File: config.mk
export PLATFORM = sky130hd
export DESIGN_NAME = vidbw_top
export DESIGN_NICKNAME = d
export VERILOG_FILES = /design/src/rtl/vidbw_pkg.sv /design/src/rtl/vidbw_seq.sv /design/src/rtl/vidbw_fir.sv /design/src/rtl/vidbw_sync_dly.sv /design/src/rtl/vidbw_top.sv
export SDC_FILE = /design/constraint.sdc
export NUM_CORES = 1
export LEC_CHECK = 0
export ABC_CLOCK_PERIOD_IN_PS = 5600
export BUFFER_PORTS_ARGS = -buffer_cell sky130_fd_sc_hd__buf_2
export CORE_MARGIN = 2
export CORE_UTILIZATION = 45
export CTS_CLUSTER_DIAMETER = 60
export DETAILED_ROUTE_END_ITERATION = 10
export MAX_ROUTING_LAYER = met4
export SLEW_MARGIN = 20
export SYNTH_ARGS = -nofsm -noshare
export SYNTH_HDL_FRONTEND = slang
export SYNTH_HIERARCHICAL = 1
export SYNTH_SLANG_ARGS = --single-unit
File: constraint.sdc
create_clock -name clk -period 5.6 [get_ports clk]
set_input_delay 0.28 -clock clk [delete_from_list [all_inputs] [get_ports clk]]
set_output_delay 0.28 -clock clk [all_outputs]
set_load 0.005 [all_outputs]
File: src/rtl/vidbw_pkg.sv
// --------------------------------------------------
// video bandwidth filter: shared widths, FIR taps and
// sequencer state encoding
// --------------------------------------------------
package vidbw_pkg;

    // channel widths
    localparam int WIN   = 4;               // colour bits in, per channel
    localparam int WOUT  = 5;               // colour bits out, per channel
    localparam int WC    = 5;               // coefficient bits

    // filter shape
    localparam int NTAP  = 5;               // fixed filter order
    localparam int TAP_W = 3;               // enough for 0..NTAP-1

    // accumulator and scaling
    localparam int AW    = WIN + WC + 3;    // 12 bits, room for NTAP products
    localparam int SHIFT = WC - (WOUT - WIN); // gain 34/16 then widen

    // last tap index, sized for the tap counter
    localparam logic [TAP_W-1:0] LAST_TAP = TAP_W'(NTAP - 1);

    // saturation ceiling of the output word
    localparam logic [WOUT-1:0] OUT_MAX = {WOUT{1'b1}};

    // low-pass kernel, tap 0 is the newest sample
    // sum is 34 so a full-scale input saturates after scaling
    localparam logic [WC-1:0] COEFF [NTAP] = '{
        5'd0,   // tap 0
        5'd7,   // tap 1
        5'd20,  // tap 2, centre
        5'd7,   // tap 3
        5'd0    // tap 4
    };

    // tap sequencer states
    typedef enum logic {
        SEQ_IDLE = 1'b0,    // waiting for a strobe
        SEQ_MAC  = 1'b1     // stepping through the taps
    } seq_state_t;

endpackage

File: src/rtl/vidbw_seq.sv
// --------------------------------------------------
// tap sequencer: one capture per strobe, then NTAP
// MAC steps shared by all colour channels
// --------------------------------------------------
`timescale 1ns/1ps

module vidbw_seq
    import vidbw_pkg::*;
(
    input  logic             clk,
    input  logic             rst_n,
    input  logic             spl_in,     // pixel strobe, one cycle
    output logic             capture,    // shift in sample, clear acc
    output logic             mac_step,   // accumulate one tap
    output logic [TAP_W-1:0] tap_idx     // tap selected this cycle
);

    seq_state_t state;
    seq_state_t state_nxt;
    logic       last_tap;

    assign last_tap = (tap_idx == LAST_TAP);   // final product this cycle

    // next state
    always_comb begin
        state_nxt = state;
        if (spl_in) begin
            state_nxt = SEQ_MAC;    // strobe always (re)starts the window
        end else begin
            case (state)
                SEQ_IDLE: state_nxt = SEQ_IDLE;
                SEQ_MAC:  state_nxt = last_tap ? SEQ_IDLE : SEQ_MAC;
                default:  state_nxt = SEQ_IDLE;
            endcase
        end
    end

    // state register
    always_ff @(posedge clk or negedge rst_n) begin
        if (!rst_n) begin
            state <= SEQ_IDLE;
        end else begin
            state <= state_nxt;
        end
    end

    // tap counter, runs only while stepping
    always_ff @(posedge clk or negedge rst_n) begin
        if (!rst_n) begin
            tap_idx <= '0;
        end else if (spl_in) begin
            tap_idx <= '0;                      // first MAC uses tap 0
        end else if (state == SEQ_MAC) begin
            if (last_tap) begin
                tap_idx <= '0;                  // park at 0 between pixels
            end else begin
                tap_idx <= tap_idx + 1'b1;
            end
        end
    end

    // the capture edge coincides with the strobe edge, so the
    // channels see the new sample and the window result together
    assign capture  = spl_in;
    assign mac_step = (state == SEQ_MAC);    // NTAP cycles after capture

endmodule

File: src/rtl/vidbw_fir.sv
// --------------------------------------------------
// colour channel FIR: sample history, shared-tap MAC,
// saturation and bypass widening
// --------------------------------------------------
`timescale 1ns/1ps

module vidbw_fir
    import vidbw_pkg::*;
(
    input  logic             clk,
    input  logic             rst_n,
    input  logic             capture,    // new pixel this cycle
    input  logic             mac_step,   // add one product
    input  logic [TAP_W-1:0] tap_idx,    // which tap to add
    input  logic             enable,     // low = bypass filter
    input  logic [WIN-1:0]   din,
    output logic [WOUT-1:0]  dout
);

    logic [WIN-1:0]     hist [NTAP];    // tap 0 newest
    logic [AW-1:0]      acc;
    logic [WC-1:0]      coef_sel;
    logic [WIN-1:0]     samp_sel;
    logic [WIN+WC-1:0]  prod;
    logic [AW-1:0]      scaled;
    logic [WOUT-1:0]    result;
    logic [WOUT-1:0]    dout_q;         // filtered pixel, one sample late
    logic [WOUT-1:0]    din_wide;

    // tap select, out-of-range index contributes nothing
    always_comb begin
        coef_sel = '0;
        samp_sel = '0;
        if (tap_idx < TAP_W'(NTAP)) begin
            coef_sel = COEFF[tap_idx];
            samp_sel = hist[tap_idx];
        end
    end

    assign prod = coef_sel * samp_sel;  // 9-bit product

    // sample history, shifts on every strobe even in bypass
    // so the filter is primed when enable comes back
    always_ff @(posedge clk or negedge rst_n) begin
        if (!rst_n) begin
            for (int i = 0; i < NTAP; i++) begin
                hist[i] <= '0;
            end
        end else if (capture) begin
            hist[0] <= din;
            for (int i = 1; i < NTAP; i++) begin
                hist[i] <= hist[i-1];   // age by one pixel
            end
        end
    end

    // accumulator, cleared at capture, then NTAP adds
    always_ff @(posedge clk or negedge rst_n) begin
        if (!rst_n) begin
            acc <= '0;
        end else if (capture) begin
            acc <= '0;                  // capture wins over a late step
        end else if (mac_step) begin
            acc <= acc + AW'(prod);
        end
    end

    // scale down and clip to the output range
    assign scaled = acc >> SHIFT;
    assign result = (scaled > AW'(OUT_MAX)) ? OUT_MAX : scaled[WOUT-1:0];

    // previous window is complete by the next strobe
    always_ff @(posedge clk or negedge rst_n) begin
        if (!rst_n) begin
            dout_q <= '0;
        end else if (capture) begin
            dout_q <= result;
        end
    end

    // widen by repeating the top bits into the new lsbs
    assign din_wide = {din, din[WIN-1 -: (WOUT-WIN)]};

    // bypass is combinational, zero latency
    assign dout = enable ? dout_q : din_wide;

endmodule

File: src/rtl/vidbw_sync_dly.sv
// --------------------------------------------------
// sync/blank delay: holds timing bits one pixel to
// stay aligned with the filtered colour
// --------------------------------------------------
`timescale 1ns/1ps

module vidbw_sync_dly (
    input  logic clk,
    input  logic rst_n,
    input  logic spl_in,    // pixel strobe, loads the delay
    input  logic enable,    // low = pass through
    input  logic hs_in,
    input  logic vs_in,
    input  logic hb_in,
    input  logic vb_in,
    output logic hs_out,
    output logic vs_out,
    output logic hb_out,
    output logic vb_out
);

    logic [3:0] sync_now;   // {hs, vs, hb, vb}
    logic [3:0] sync_cap;   // taken at this strobe
    logic [3:0] sync_dly;   // previous strobe, goes out with its colour

    assign sync_now = {hs_in, vs_in, hb_in, vb_in};

    // loads on every strobe regardless of enable
    always_ff @(posedge clk or negedge rst_n) begin
        if (!rst_n) begin
            sync_cap <= '0;
            sync_dly <= '0;
        end else if (spl_in) begin
            sync_cap <= sync_now;
            sync_dly <= sync_cap;   // one pixel behind, like the FIR output
        end
    end

    // delayed when filtering, straight through in bypass
    assign {hs_out, vs_out, hb_out, vb_out} = enable ? sync_dly : sync_now;

endmodule

File: src/rtl/vidbw_top.sv
// --------------------------------------------------
// video bandwidth filter top: sequencer, RGB FIRs
// and sync delay
// --------------------------------------------------
`timescale 1ns/1ps

module vidbw_top
    import vidbw_pkg::*;
(
    input  logic            clk,
    input  logic            rst_n,
    input  logic            spl_in,     // one pulse per pixel
    input  logic            enable,     // low = bypass
    input  logic [WIN-1:0]  r_in,
    input  logic [WIN-1:0]  g_in,
    input  logic [WIN-1:0]  b_in,
    input  logic            hs_in,
    input  logic            vs_in,
    input  logic            hb_in,
    input  logic            vb_in,
    output logic [WOUT-1:0] r_out,
    output logic [WOUT-1:0] g_out,
    output logic [WOUT-1:0] b_out,
    output logic            hs_out,
    output logic            vs_out,
    output logic            hb_out,
    output logic            vb_out
);

    logic             capture;
    logic             mac_step;
    logic [TAP_W-1:0] tap_idx;

    // one tap sequence shared by all three channels
    vidbw_seq u_seq (
        .clk      (clk),
        .rst_n    (rst_n),
        .spl_in   (spl_in),
        .capture  (capture),
        .mac_step (mac_step),
        .tap_idx  (tap_idx)
    );

    vidbw_fir u_fir_r (
        .clk      (clk),
        .rst_n    (rst_n),
        .capture  (capture),
        .mac_step (mac_step),
        .tap_idx  (tap_idx),
        .enable   (enable),
        .din      (r_in),
        .dout     (r_out)
    );

    vidbw_fir u_fir_g (
        .clk      (clk),
        .rst_n    (rst_n),
        .capture  (capture),
        .mac_step (mac_step),
        .tap_idx  (tap_idx),
        .enable   (enable),
        .din      (g_in),
        .dout     (g_out)
    );

    vidbw_fir u_fir_b (
        .clk      (clk),
        .rst_n    (rst_n),
        .capture  (capture),
        .mac_step (mac_step),
        .tap_idx  (tap_idx),
        .enable   (enable),
        .din      (b_in),
        .dout     (b_out)
    );

    // timing bits, same one-pixel lag as the colour
    vidbw_sync_dly u_sync_dly (
        .clk    (clk),
        .rst_n  (rst_n),
        .spl_in (spl_in),
        .enable (enable),
        .hs_in  (hs_in),
        .vs_in  (vs_in),
        .hb_in  (hb_in),
        .vb_in  (vb_in),
        .hs_out (hs_out),
        .vs_out (vs_out),
        .hb_out (hb_out),
        .vb_out (vb_out)
    );

endmodule

# Yosys cells after proc, flatten, opt, wreduce, memory -nomap -nowiden
# Memories as Yosys holds them, arrays and structs flattened.
# Cells that the tools add are included.
[totals] rom_bits=40 memories=1 out_inout_bits=19 elab_cells=76 register_bits=123 input_bits=20
[memory_table] name="(no name shown)" words=8 word_bits=5 rd=1 rd_clocked_by_memory_dff=0 wr=0 line_no="vidbw_fir.sv:35" rtl="coef_sel = COEFF[tap_idx];"
[classes] n_eq_ne=1 bitwise=2 addsub=4 mux=34 order_cmp=5 n_mul=3 reduce_logical=1
[op_table] cell="$mux W12" n=6
[op_table] cell="$mux W5" n=9
[op_table] cell="$mux W4" n=10
[op_table] cell="$add A12 B9 Y12" n=3
[op_table] cell="$bmux W4 S3" n=3
[op_table] cell="$mul A5 B4 Y9" n=3
[op_table] cell="$gt A8 B5 Y1 const B" n=3
[op_table] cell="$mux W3" n=3
[op_table] cell="$ge A4 B4 Y1 const B" n=1
[op_table] cell="$not A3 Y4" n=1
[op_table] cell="$add A3 B1 Y3 const B" n=1
[op_table] cell="$eq A3 B3 Y1 const B" n=1
[op_table] cell="$lt A3 B3 Y1 const B" n=1
[op_table] cell="$mux W1" n=2
[op_table] cell="$pmux W1 S2" n=1
[op_table] cell="$reduce_bool A2 Y1" n=1
[op_table] cell="$not A1 Y1" n=1

# Depth between registers and ports, before layout
# Gate-level depths: netlist (run 1).
[depth] depth_word=9 depth_mapped=14 ltp_nobuf=13

# Cells and area by module
# Netlist (run 1), hierarchy kept.
[by_module_without_submodules] mod="vidbw_fir (u_fir_b)" seq_area_each_um2=825.8 n_inst=1 area_each_um2=2338.5 cells_per_inst=225
[by_module_without_submodules] mod="vidbw_fir (u_fir_r)" seq_area_each_um2=825.8 n_inst=1 area_each_um2=2308.5 cells_per_inst=227
[by_module_without_submodules] mod="vidbw_fir (u_fir_g)" seq_area_each_um2=825.8 n_inst=1 area_each_um2=2304.7 cells_per_inst=227
[by_module_without_submodules] mod="vidbw_sync_dly" seq_area_each_um2=200.2 n_inst=1 area_each_um2=376.6 cells_per_inst=21
[by_module_without_submodules] mod="vidbw_seq" seq_area_each_um2=100.1 n_inst=1 area_each_um2=210.2 cells_per_inst=20

# Worst setup path before layout (run 1)
# OpenSTA, ideal clock, no wires.
[synth_path] path_kind="register -> register" start="register u_seq.tap_idx[1]" end="register u_fir_r.acc[10]" setup_slack_ns=1.581 path_buffers=0 setup_ns=0.125 stages_incl_launch_ff=13 arrival_time_ns=3.894 required_ns=5.475 period_less_slack_ns=4.019 path_cell_list="dfrtp_1 -> mux2_2 -> nor2b_1 -> fa_1 -> inv_1 -> fa_1 -> fa_1 -> inv_1 -> ha_1 -> nand3_2 -> o211a_1 -> a311oi_1 -> mux2_2"
[synth_between] elab_chain_len=9 elab_cells_between_ends=14 classes_between="add/sub: 1; mul: 1; order compare: 1; mux: 9; bitwise: 1; memory: 1"
[synth_lines] element="from (decl)" line_no="vidbw_seq.sv:15" rtl="output logic [TAP_W-1:0] tap_idx"
[synth_lines] element="from (signal assigned)" line_no="vidbw_seq.sv:57" rtl="tap_idx <= tap_idx + 1'b1;"
[synth_lines] element="$not A3 Y4 (implied by the code)" line_no="vidbw_fir.sv:35, vidbw_fir.sv:36"
[synth_lines] element="$mem_v2 Z8 W5 / $bmux W4 S3 (equally long branches)"
[synth_lines] element="$mux W5 / $mux W4 (equally long branches) (3 in a row)"
[synth_lines] element="$mul A5 B4 Y9 *" line_no="vidbw_fir.sv:40" rtl="assign prod = coef_sel * samp_sel;"
[synth_lines] element="$add A12 B9 Y12 *" line_no="vidbw_fir.sv:64" rtl="acc <= acc + AW'(prod);"
[synth_lines] element="$mux W12 *" line_no="vidbw_fir.sv:63" rtl="end else if (mac_step) begin"
[synth_lines] element="$mux W12 *" line_no="vidbw_fir.sv:61" rtl="end else if (capture) begin"
[synth_lines] element="to (signal assigned)" line_no="vidbw_fir.sv:64"
[synth_lines] element="to (decl)" line_no="vidbw_fir.sv:21" rtl="logic [AW-1:0] acc;"
# Mark *: on every way between the ends. The rest lies on a longest branch, timed or not. The select of a mux whose other input is x is not followed.
# A chain may end at the register's enable or synchronous reset.

# Worst setup path in the final report (run 1)
[layout_path] start="register u_seq.tap_idx[1]" end="register u_fir_g.acc[9]"
[layout_between] elab_chain_len=9 elab_cells_between_ends=14 classes_between="add/sub: 1; mul: 1; order compare: 1; mux: 9; bitwise: 1; memory: 1"
[layout_lines] element="$not A3 Y4 (implied by the code)" line_no="vidbw_fir.sv:35, vidbw_fir.sv:36"
[layout_lines] element="$mem_v2 Z8 W5 / $bmux W4 S3 (equally long branches)"
[layout_lines] element="$mux W5 (implied by the code) / $mux W4 (equally long branches) (2 in a row)" line_no="vidbw_fir.sv:35, vidbw_fir.sv:36"
[layout_lines] element="$mux W5 / $mux W4 (equally long branches)" line_no="vidbw_fir.sv:34" rtl="if (tap_idx < TAP_W'(NTAP)) begin"
[layout_lines] element="$mul A5 B4 Y9 *" line_no="vidbw_fir.sv:40"
[layout_lines] element="$add A12 B9 Y12 *" line_no="vidbw_fir.sv:64"
[layout_lines] element="$mux W12 *" line_no="vidbw_fir.sv:63"
[layout_lines] element="$mux W12 *" line_no="vidbw_fir.sv:61"
[layout_lines] element="to (signal assigned)" line_no="vidbw_fir.sv:64"
[layout_lines] element="to (decl)" line_no="vidbw_fir.sv:21"
# Marked as above.

==> flow_summary.toml, run 1 <==
[run_status]
status = "completed"

[drt]
wl_per_cell_um = 15.2
drt_first_pass_iters = 5
vias_per_cell = 5.44
wirelength_um = 14900
ant_nets = 0
route.detailed.drc = 0
dr_total_vias = 5330
drtIter0Drc = 247

[critical_path]
worstSetupStartpointType = "register"
crit_family = "adder cells"
arrival_ns = 4.66
cp-end-kind = "register"
cp_slowest_stage_delay_ns = 0.77
cp_slowest_cell = "dfrtp_1"
crit_required_ns = 5.84
criticalPathCategory = "reg2reg"
crit_fanout = 18
worstPathBufferInverterCount = 2
path_cells = "mux2_1 > a22oi_1 > nor2_1 > fa_1 > ha_1 > inv_1 > fa_1 > inv_1 > ha_1 > nor2b_1 > o31ai_1 > a211oi_1 > mux2_1"

[hold_path]
hp-class = "in2reg"

[synthesis]
yosys_warnings = 6
ys_dominant_reg_cell = "dfrtp_1"
syn_nets = 823
syn_inst = 720
ys_seq_elements = 111
yosysUniqueCellTypes = 63
synthArstFlopShare = 1.00
avgSynthCellArea_um2 = 10.5
synth-seq-area-share = 0.368
synth_edf_count = 0
synth_area_um2 = 7540

[sta]
rsz0062_at_grt = "false"
tns_ns = 0
maxSlewViolCount = 0
hold_viol = 0
fin_worst_skew_ns = 0.00919
min_period_ns = 4.42
max_freq_ghz = 0.226
setup_ws_ns = 1.18
setup_violations = 0
relSlewSlack = 0.508
worst_pin_slew_ns = 0.738
min_period_over_period = 0.789

[floorplan]
die_h_um = 133
die_area_um2 = 17800
coreArea_um2 = 16500
core.rowCount = 47
die_x_um = 133
pin_count = 39
initial_utilization = 0.458

[clock_network]
cts_max_level = 3
path_clk_slew_ns = 0.08
cts_tree = "done"
clock_sinks = 111
cts-buffers-inserted = 9
cts_setup_buffers = 0
clk_latency_ns = 0.36
max-clock-path-buffers = 2
root_buffer = "clkbuf_16"

[final_layout]
fin_nets = 857
post-route-util = 0.503
drive_gt1_frac = 0.203
fill_cells = 1517
design_area_um2 = 8280
multi_input_area_um2 = 4230
areaGrowthSynthToFinish_pct = 9.78
ff_latch_area_um2 = 2780
diodes = 0

[power]
p_int_w = 0.00197
pwr-share-seq = 0.344
switching_share = 0.386
switching_power_w = 0.00124
cellLeakagePower_nw = 4.03
finalPower_w = 0.00321
clkPwrFrac = 0.220
power_density_nw_per_um2 = 388
peakVddDrop_mv = 0.199
comb_power_share = 0.436

[grt]
met2_usage = 0.286
grtUsageMet1 = 0.251
grt_pass1_wl_um = 26000
gr-total-overflow = 0
use_met3 = 0.0320
grt.busiest_layer = "met2"
grt_max_degree = 59
grtUsageTotal = 0.184
first_global_vias = 5251
grt_antenna_before_repair = 0

[place]
placed_area_um2 = 7940
hpwl_um = 10800
post-place-ws_ns = 1.21
io_buffers = 38
gp_congestion = 0.894

[flow_run]
drv_cap = 0
==> worst reg2reg max path: cells and delay by family, from the launching register on <==
family                   cells  cell delay (ns)
flip-flops                   1             0.77
adder cells (fa/ha/maj)      4             1.63
multiplexers                 2             0.75
AO/OA/AOI/OAI                3             0.78
AND/OR/NAND/NOR              2             0.27
buffers and inverters        2             0.09
==> cell type report <==
| type | instances | area share |
|---|---|---|
| Sequential cell | 111 | 0.336 |
| Multi-Input combinational cell | 477 | 0.511 |
| Tap cell | 220 | 0.0333 |
| Timing Repair Buffer | 44 | 0.0293 |
| Clock inverter | 7 | 0.0127 |
| Inverter | 111 | 0.0503 |
| Clock buffer | 9 | 0.0272 |
==> layout by cell type, fill, tap and decap left out, types with 10 or more instances in the layout <==
cell type  synthesis  final
a211oi_1          12     12
a21o_1            10     10
a21oi_1           15     15
a22oi_1           12     12
buf_2              6     36
dfrtp_1          111    111
fa_1              27     27
ha_1              56     56
inv_1            108    108
mux2_1            11     11
mux2_2            72     72
nand2_1           30     30
nand3_1           10     10
nor2_1            51     51
nor2b_1           32     32
nor3_1            13     13
o22a_1            15     15
==> power groups by stage <==
stage / sequential, W / clock (W) / combinational [W]
after floorplan: 0.00107 / 0 / 0.00113
after global placement: 0.00112 / 0 / 0.00135
after detailed placement: 0.00112 / 0 / 0.00140
after CTS: 0.00111 / 0.000736 / 0.00141
after global routing: 0.00113 / 0.000764 / 0.00161
final: 0.00110 / 0.000707 / 0.00140
==> logic make-up after synthesis <==
kind of cell	synth area share
xor+xnor	0.00349
compound gates	0.129
buf+inv	0.0700
mux	0.148
flops	0.368
fa+ha+maj	0.165
simple gates	0.117
==> registers in the layout, summed over array words and instances (netlist names) <==
| name | count |
|---|---|
| u_fir_b/hist | 16 |
| u_sync_dly/sync_cap | 4 |
| u_fir_g/hist | 16 |
| u_fir_b/dout_q | 5 |
| u_fir_r/acc | 12 |
| u_fir_r/hist | 16 |
| u_fir_b/acc | 12 |
| u_seq/mac_step | 1 |
| u_sync_dly/sync_dly | 4 |
| u_seq/tap_idx | 3 |
| u_fir_g/dout_q | 5 |
| u_fir_r/dout_q | 5 |
| u_fir_g/acc | 12 |
==> layer usage <==
metal | vias up | part of all wire
li1 | 2566 | -
met1 | 2639 | 0.49
met5 | - | 0
met2 | 111 | 0.46
met3 | 14 | 0.034
met4 | 0 | 0.013
==> stage by stage <==
step                instances  hold slack (ns)
global route              979            0.140
CTS                       979            0.137
finish                    979            0.157
global placement          962            0.357
detailed placement        962            0.364
floorplan                 720          -0.0156
==> synth_stat cells, types with 3 or more instances <==
| master | count | area share |
|---|---|---|
| a21o_1 | 10 | 0.010 |
| o211ai_1 | 4 | 0.0040 |
| a311o_1 | 3 | 0.0040 |
| nor2b_1 | 32 | 0.027 |
| o22a_1 | 15 | 0.017 |
| o31ai_1 | 3 | 0.0030 |
| mux2_2 | 72 | 0.11 |
| nor4b_1 | 4 | 0.0046 |
| fa_1 | 27 | 0.072 |
| mux2i_1 | 6 | 0.0080 |
| o31a_1 | 3 | 0.0035 |
| nand2_1 | 30 | 0.015 |
| nand3_1 | 10 | 0.0066 |
| o2111ai_1 | 6 | 0.0070 |
| a31oi_1 | 5 | 0.0041 |
| o21ai_0 | 3 | 0.0020 |
| nor3_1 | 13 | 0.0086 |
| o21bai_1 | 4 | 0.0040 |
| and2_1 | 6 | 0.0050 |
| or4_1 | 3 | 0.0030 |
| o21a_1 | 4 | 0.0040 |
| or2_1 | 3 | 0.0025 |
| dfrtp_1 | 111 | 0.37 |
| a311oi_2 | 3 | 0.0060 |
| ha_1 | 56 | 0.093 |
| o211a_1 | 5 | 0.0066 |
| nand3_2 | 3 | 0.0040 |
| inv_1 | 108 | 0.054 |
| buf_2 | 6 | 0.0040 |
| buf_1 | 5 | 0.0025 |
| mux2_1 | 11 | 0.016 |
| clkbuf_1 | 6 | 0.0030 |
| nor2_1 | 51 | 0.025 |
| nand2b_1 | 8 | 0.0066 |
| a21oi_1 | 15 | 0.010 |
| a21boi_0 | 3 | 0.0030 |
| mux2_4 | 8 | 0.016 |
| a211oi_1 | 12 | 0.012 |
| a22oi_1 | 12 | 0.012 |
==> final timing paths <==
kind                                   from                     end  slack [ns]  cells past startpoint
max                        u_seq/tap_idx[1]          u_fir_g/acc[9]        1.18                     13
min                                   hs_in  u_sync_dly/sync_cap[3]        0.16                      2
max reg2reg                u_seq/tap_idx[1]          u_fir_g/acc[9]        1.18                     13
min reg2reg                  u_fir_g/acc[6]       u_fir_g/dout_q[2]        0.50                      1
max in group asynchronous             rst_n         u_fir_r/acc[10]        3.89                      3
min in group asynchronous             rst_n  u_sync_dly/sync_cap[3]        0.49                      2
==> what timing repair did <==
action	in CTS	in global routing
resized for setup	0	0
endpoints found under the hold margin	53	0
hold buffers	1	0
(Power assumes the default switching activity.)
==> run 2: changes to the inputs <==
--- a/config.mk
+++ b/config.mk
@@ -5,7 +5,7 @@
 export SDC_FILE = /design/constraint.sdc
 export NUM_CORES = 1
 export LEC_CHECK = 0
-export ABC_CLOCK_PERIOD_IN_PS = 5600
+export ABC_CLOCK_PERIOD_IN_PS = 3900
 export BUFFER_PORTS_ARGS = -buffer_cell sky130_fd_sc_hd__buf_2
 export CORE_MARGIN = 2
 export CORE_UTILIZATION = 45
==> constraint.sdc (replaced) <==
create_clock -name clk -period 3.9 [get_ports clk]
set_input_delay 0.195 -clock clk [delete_from_list [all_inputs] [get_ports clk]]
set_output_delay 0.195 -clock clk [all_outputs]
set_load 0.005 [all_outputs]
==> run 2 against run 1 <==
Net effect: critical path depth is 1 higher; non-clock buffer count is 38 higher; clock power is 29% higher; sequential cell count stayed put; clock skew is 0.00083 ns higher; routed wire length is 8.6% higher; critical path type unchanged.
==> flow_summary.toml, run 2 (synthesized netlist as in run 1, its figures left out) <==
[sta]
setup_ws_ns = 0.0245
max_freq_ghz = 0.258
min_period_over_period = 0.994
fin_worst_skew_ns = 0.0100
min_period_ns = 3.88
setup_violations = 0
relSlewSlack = 0.569
worst_pin_slew_ns = 0.647
tns_ns = 0
rsz0062_at_grt = "true"
maxSlewViolCount = 0
hold_slack_ns = 0.0766
hold_viol = 0

[critical_path]
regToRegStartpoint = "u_seq/tap_idx[1]"
crit_fanout = 7
arrival_ns = 4.13
ff2ff_path_depth = 14
worstSetupStartpointType = "register"
r2r-end = "u_fir_b/acc[10]"
criticalPathCategory = "reg2reg"
crit_required_ns = 4.15
critPathLaunch = "u_seq/tap_idx[1]"
cp-end-kind = "register"
rrSetupSlack_ns = 0.02

[drt]
dr_total_vias = 5543
top_layer = "met4"
drt_first_pass_iters = 5
vias_per_cell = 5.45
route.detailed.drc = 0
drtIter0Drc = 242
ant_nets = 0
wl_per_cell_um = 15.9
wirelength_um = 16200
wl_met1_um = 7500
met2_length_um = 7860
dr_wl_met3_um = 541

[grt]
grt_max_degree = 55
grt_antenna_before_repair = 0
grt_pass1_wl_um = 26800
first_global_vias = 5478
grtUsageTotal = 0.192
gr-total-overflow = 0

[final_layout]
top_regs = "u_fir_b/hist: 16 flops, u_fir_g/hist: 16 flops, u_fir_r/hist: 16 flops"
fin_nets = 895
diodes = 0
final_cell_mix = "109 x dfrtp_1, 99 x inv_1, 69 x mux2_2"
fill_cells = 1448
design_area_um2 = 8940
drive_gt1_frac = 0.327
areaGrowthSynthToFinish_pct = 18.6
layout_commonest_cell = "dfrtp_1"

[place]
placed_area_um2 = 8160
hpwl_um = 11200
gp_congestion = 0.921
io_buffers = 38
post-place-ws_ns = -0.233

[floorplan]
coreArea_um2 = 16500
die_area_um2 = 17800
pin_count = 39
die_h_um = 133
core.rowCount = 47
initial_utilization = 0.458
die_x_um = 133

[hold_path]
min_from = "g_in[1]"
hp-class = "in2reg"
hold_end = "u_fir_g/hist[17]"
whs_path_depth = 2

[power]
power_density_nw_per_um2 = 584
finalPower_w = 0.00522
cellLeakagePower_nw = 4.24
peakVddDrop_mv = 0.321

[clock_network]
root_buffer = "clkbuf_16"
max-clock-path-buffers = 2
cts-buffers-inserted = 9
path_clk_slew_ns = 0.08
clk_latency_ns = 0.36
cts_max_level = 3
cts_tree = "done"
clock_sinks = 111

[run_status]
status = "completed"

[flow_run]
drv_cap = 0
-- run 2: changes by cell type in the layout (fill, tap and decap cells not counted), sizes merged --
cell | previous run | this run
clkinvlp | 0 | 1
inv | 114 | 113
bufinv | 1 | 0
buf | 43 | 81
clkbuf | 9 | 10
-- run 2: final cells by class --
cell class	instances	area, um^2	area share
inverter	111	417	0.0466
multi-input combinational	477	4620	0.517
tap	220	275	0.0308
clock inverter	6	63.8	0.00714
sequential	111	2780	0.311
clock buffer	10	229	0.0256
timing repair buffer	82	552	0.0617
-- run 2: critical path, cell delays in order, from the launching register on --
cell	delay, ns
dfrtp_2	0.45
buf_6	0.15
mux2_4	0.30
a22oi_1	0.19
nor2_1	0.08
ha_1	0.29
inv_2	0.04
fa_1	0.45
fa_1	0.52
inv_2	0.05
ha_4	0.29
nand3_2	0.09
o211a_1	0.25
a311oi_2	0.29
mux2_1	0.34
-- run 2: power breakdown --
group | internal [W] | switching [W]
Sequential | 0.00139 | 0.000180
Combinational | 0.00135 | 0.00138
Clock | 0.000452 | 0.000460
-- run 2: layer usage --
metal | global-route usage | up-vias
met3 | 0.0308 | 23
met1 | 0.254 | 2777
li1 | - | 2642
met4 | 0.0567 | 0
met5 | - | -
met2 | 0.308 | 101
-- run 2: worst max path at each step --
| stage | endpoint | depth (start not counted) | slack [ns] |
|---|---|---|---|
| after CTS | u_fir_r/acc[10] | 15 | -0.009 |
| final | u_fir_b/acc[10] | 14 | 0.02 |
| after global routing | u_fir_b/acc[10] | 14 | -0.17 |
| after global placement | u_fir_r/acc[10] | 12 | -0.13 |
| after detailed placement | u_fir_r/acc[10] | 15 | -0.23 |
| after floorplan | u_fir_r/acc[10] | 12 | 0.01 |
-- run 2: metrics by stage --
step                       util  std cells
after floorplan               -        720
after global placement    0.496        992
after detailed placement  0.496        992
after CTS                 0.523       1012
after global routing      0.543       1017
final                     0.543       1017
-- run 2: timing repair --
action                                  in CTS  in global routing
resized for setup                           20                 69
cloned                                       0                  0
endpoints found under the hold margin       31                  0
endpoints found under the setup margin      18                 21
hold buffers                                 1                  0
pin swaps                                   13                 25
setup buffers                                3                  5
==> run 3: changes to the inputs <==
--- a/config.mk
+++ b/config.mk
@@ -7,11 +7,12 @@
 export LEC_CHECK = 0
 export ABC_CLOCK_PERIOD_IN_PS = 3900
 export BUFFER_PORTS_ARGS = -buffer_cell sky130_fd_sc_hd__buf_2
-export CORE_MARGIN = 2
-export CORE_UTILIZATION = 45
+export CORE_MARGIN = 8
+export CORE_UTILIZATION = 55
 export CTS_CLUSTER_DIAMETER = 60
 export DETAILED_ROUTE_END_ITERATION = 10
 export MAX_ROUTING_LAYER = met4
+export PLACE_DENSITY = 0.76
 export SLEW_MARGIN = 20
 export SYNTH_ARGS = -nofsm -noshare
 export SYNTH_HDL_FRONTEND = slang
==> run 3 against run 2 <==
Net effect: total power shrank 3.1%; hold slack gained 0.0040 ns; clock skew is essentially flat; fmax grew 0.91%; via count is essentially flat; critical path type unchanged; critical endpoint is now u_fir_g/acc[10]; largest cell class unchanged.
==> flow_summary.toml, run 3 (synthesized netlist as in run 1, its figures left out) <==
[run_status]
status = "completed"

[critical_path]
arrival_ns = 4.08
criticalPathCategory = "reg2reg"
cp_slowest_cell = "fa_1"
crit_fanout = 4
rrSetupSlack_ns = 0.06
crit_required_ns = 4.14
cp_slowest_stage_delay_ns = 0.49
path_cells = "buf_4 > mux2_2 > a22oi_2 > nor2_1 > fa_2 > ha_1 > inv_1 > fa_1 > inv_1 > ha_2 > nand3_4 > o211a_4 > a311oi_2 > mux2_1"
worstSetupStartpointType = "register"
cpMostUsedCell = "inv_1"
cp-end-kind = "register"

[sta]
maxSlewViolCount = 0
max_freq_ghz = 0.260
min_period_ns = 3.84
rsz0062_at_grt = "true"
relSlewSlack = 0.523
worst_pin_slew_ns = 0.716
fin_worst_skew_ns = 0.0101
min_period_over_period = 0.985
hold_viol = 0
setup_violations = 0

[grt]
grt_pass1_wl_um = 27700
grtUsageTotal = 0.196
grt_max_degree = 63
first_global_vias = 5842
grt_antenna_before_repair = 0
gr-total-overflow = 0

[floorplan]
core.rowCount = 42
die_h_um = 133
coreArea_um2 = 13300
die_x_um = 133
die_area_um2 = 17700
pin_count = 39
initial_utilization = 0.567

[final_layout]
multi_input_area_um2 = 4600
final_cell_mix = "108 x dfrtp_1, 103 x inv_1, 73 x mux2_2"
top_regs = "u_fir_b/hist: 16 flops, u_fir_g/hist: 16 flops, u_fir_r/hist: 16 flops"
drive_gt1_frac = 0.319
post-route-util = 0.659
fill_cells = 1010
layout_commonest_cell = "dfrtp_1"
ff_latch_area_um2 = 2780
fin_nets = 886
areaGrowthSynthToFinish_pct = 16.3
design_area_um2 = 8770

[clock_network]
cts-buffers-inserted = 9
clock_sinks = 111
cts_max_level = 3
cts_tree = "done"
path_clk_slew_ns = 0.07
root_buffer = "clkbuf_16"
max-clock-path-buffers = 2
clk_latency_ns = 0.36

[power]
switching_share = 0.390
p_int_w = 0.00309
clkPwrFrac = 0.176
power_density_nw_per_um2 = 577
pwr-share-seq = 0.309
switching_power_w = 0.00197
cellLeakagePower_nw = 4.18
comb_power_share = 0.515
peakVddDrop_mv = 0.460

[place]
io_buffers = 38
placed_area_um2 = 8050
hpwl_um = 11500
gp_congestion = 0.910

[drt]
route.detailed.drc = 0
wl_per_cell_um = 16.9
dr_total_vias = 5542
wirelength_um = 16300
drtIter0Drc = 327
drt_first_pass_iters = 5
ant_nets = 0
vias_per_cell = 5.74

[hold_path]
hp-class = "in2reg"

[flow_run]
drv_cap = 0
[run 3: changes by cell type in the layout (fill, tap and decap cells not counted), sizes merged]
| cell | change |
|---|---|
| inv | -1 |
| buf | -9 |
| diode | +1 |
| clkinv | +1 |
[run 3: path summary, 6_finish.rpt]
check | end | from | depth (start not counted)
setup reg to reg | u_fir_g/acc[10] | u_seq/tap_idx[1] | 14
max in group asynchronous | u_fir_r/dout_q[4] | rst_n | 3
hold reg to reg | u_fir_g/dout_q[3] | u_fir_g/acc[7] | 1
hold / removal | u_fir_g/hist[17] | g_in[1] | 2
min in group asynchronous | u_sync_dly/sync_dly[0] | rst_n | 2
setup / recovery | u_fir_g/acc[10] | u_seq/tap_idx[1] | 14
[run 3: critical path, delay by kind of cell (launching register included)]
kind                       cells  cell delay (ns)
AOI/OAI and AO/OA              3             0.67
adders and majority gates      4             1.56
buffers and inverters          3             0.25
DFF                            1             0.39
muxes                          2             0.70
and+or+nand+nor                2             0.17
[run 3: metrics by stage]
step                      worst slack [ns]  instances  TNS [ns]  hold WS (ns)  power, W
final                               0.0594        965         0        0.0806   0.00506
after global routing               -0.0552        964    -0.100        0.0702   0.00546
after detailed placement            -0.206        941     -1.82         0.284   0.00373
after floorplan                     0.0109        720         0        -0.101   0.00315
after global placement             -0.0900        941    -0.436         0.287   0.00361
after CTS                          -0.0106        962   -0.0106        0.0645   0.00476
[run 3: per-layer routing]
metal | track usage | vias up | routed length (um)
met2 | 0.313 | 125 | 8220
met4 | 0.0492 | 0 | 148
li1 | - | 2613 | -
met1 | 0.243 | 2790 | 7180
met3 | 0.0511 | 14 | 728
met5 | - | - | 0
[run 3: area by class of cell]
class | instances | area share
Sequential cell | 111 | 0.317
Tap cell | 176 | 0.0251
Timing Repair Buffer | 73 | 0.0534
Antenna cell | 1 | 0.000285
Multi-Input combinational cell | 477 | 0.524
Inverter | 111 | 0.0475
Clock buffer | 10 | 0.0273
Clock inverter | 6 | 0.00500
[run 3: power groups by stage]
stage | combinational (W) | clock [W] | sequential [W]
6_report | 0.00260 | 0.000889 | 0.00156
2_1_floorplan | 0.00162 | 0 | 0.00154
3_3_place_gp | 0.00203 | 0 | 0.00158
3_5_place_dp | 0.00214 | 0 | 0.00159
5_1_grt | 0.00290 | 0.000961 | 0.00160
4_1_cts | 0.00229 | 0.000919 | 0.00156
[run 3: timing repair]
| action | 4_1_cts | 5_1_grt |
|---|---|---|
| setup endpoints to repair | 15 | 21 |
| buffers inserted | 4 | 2 |
| gates resized for setup | 18 | 63 |
| endpoints found under the hold margin | 51 | 0 |
| hold buffers | 1 | 0 |
| pin swaps | 11 | 18 |
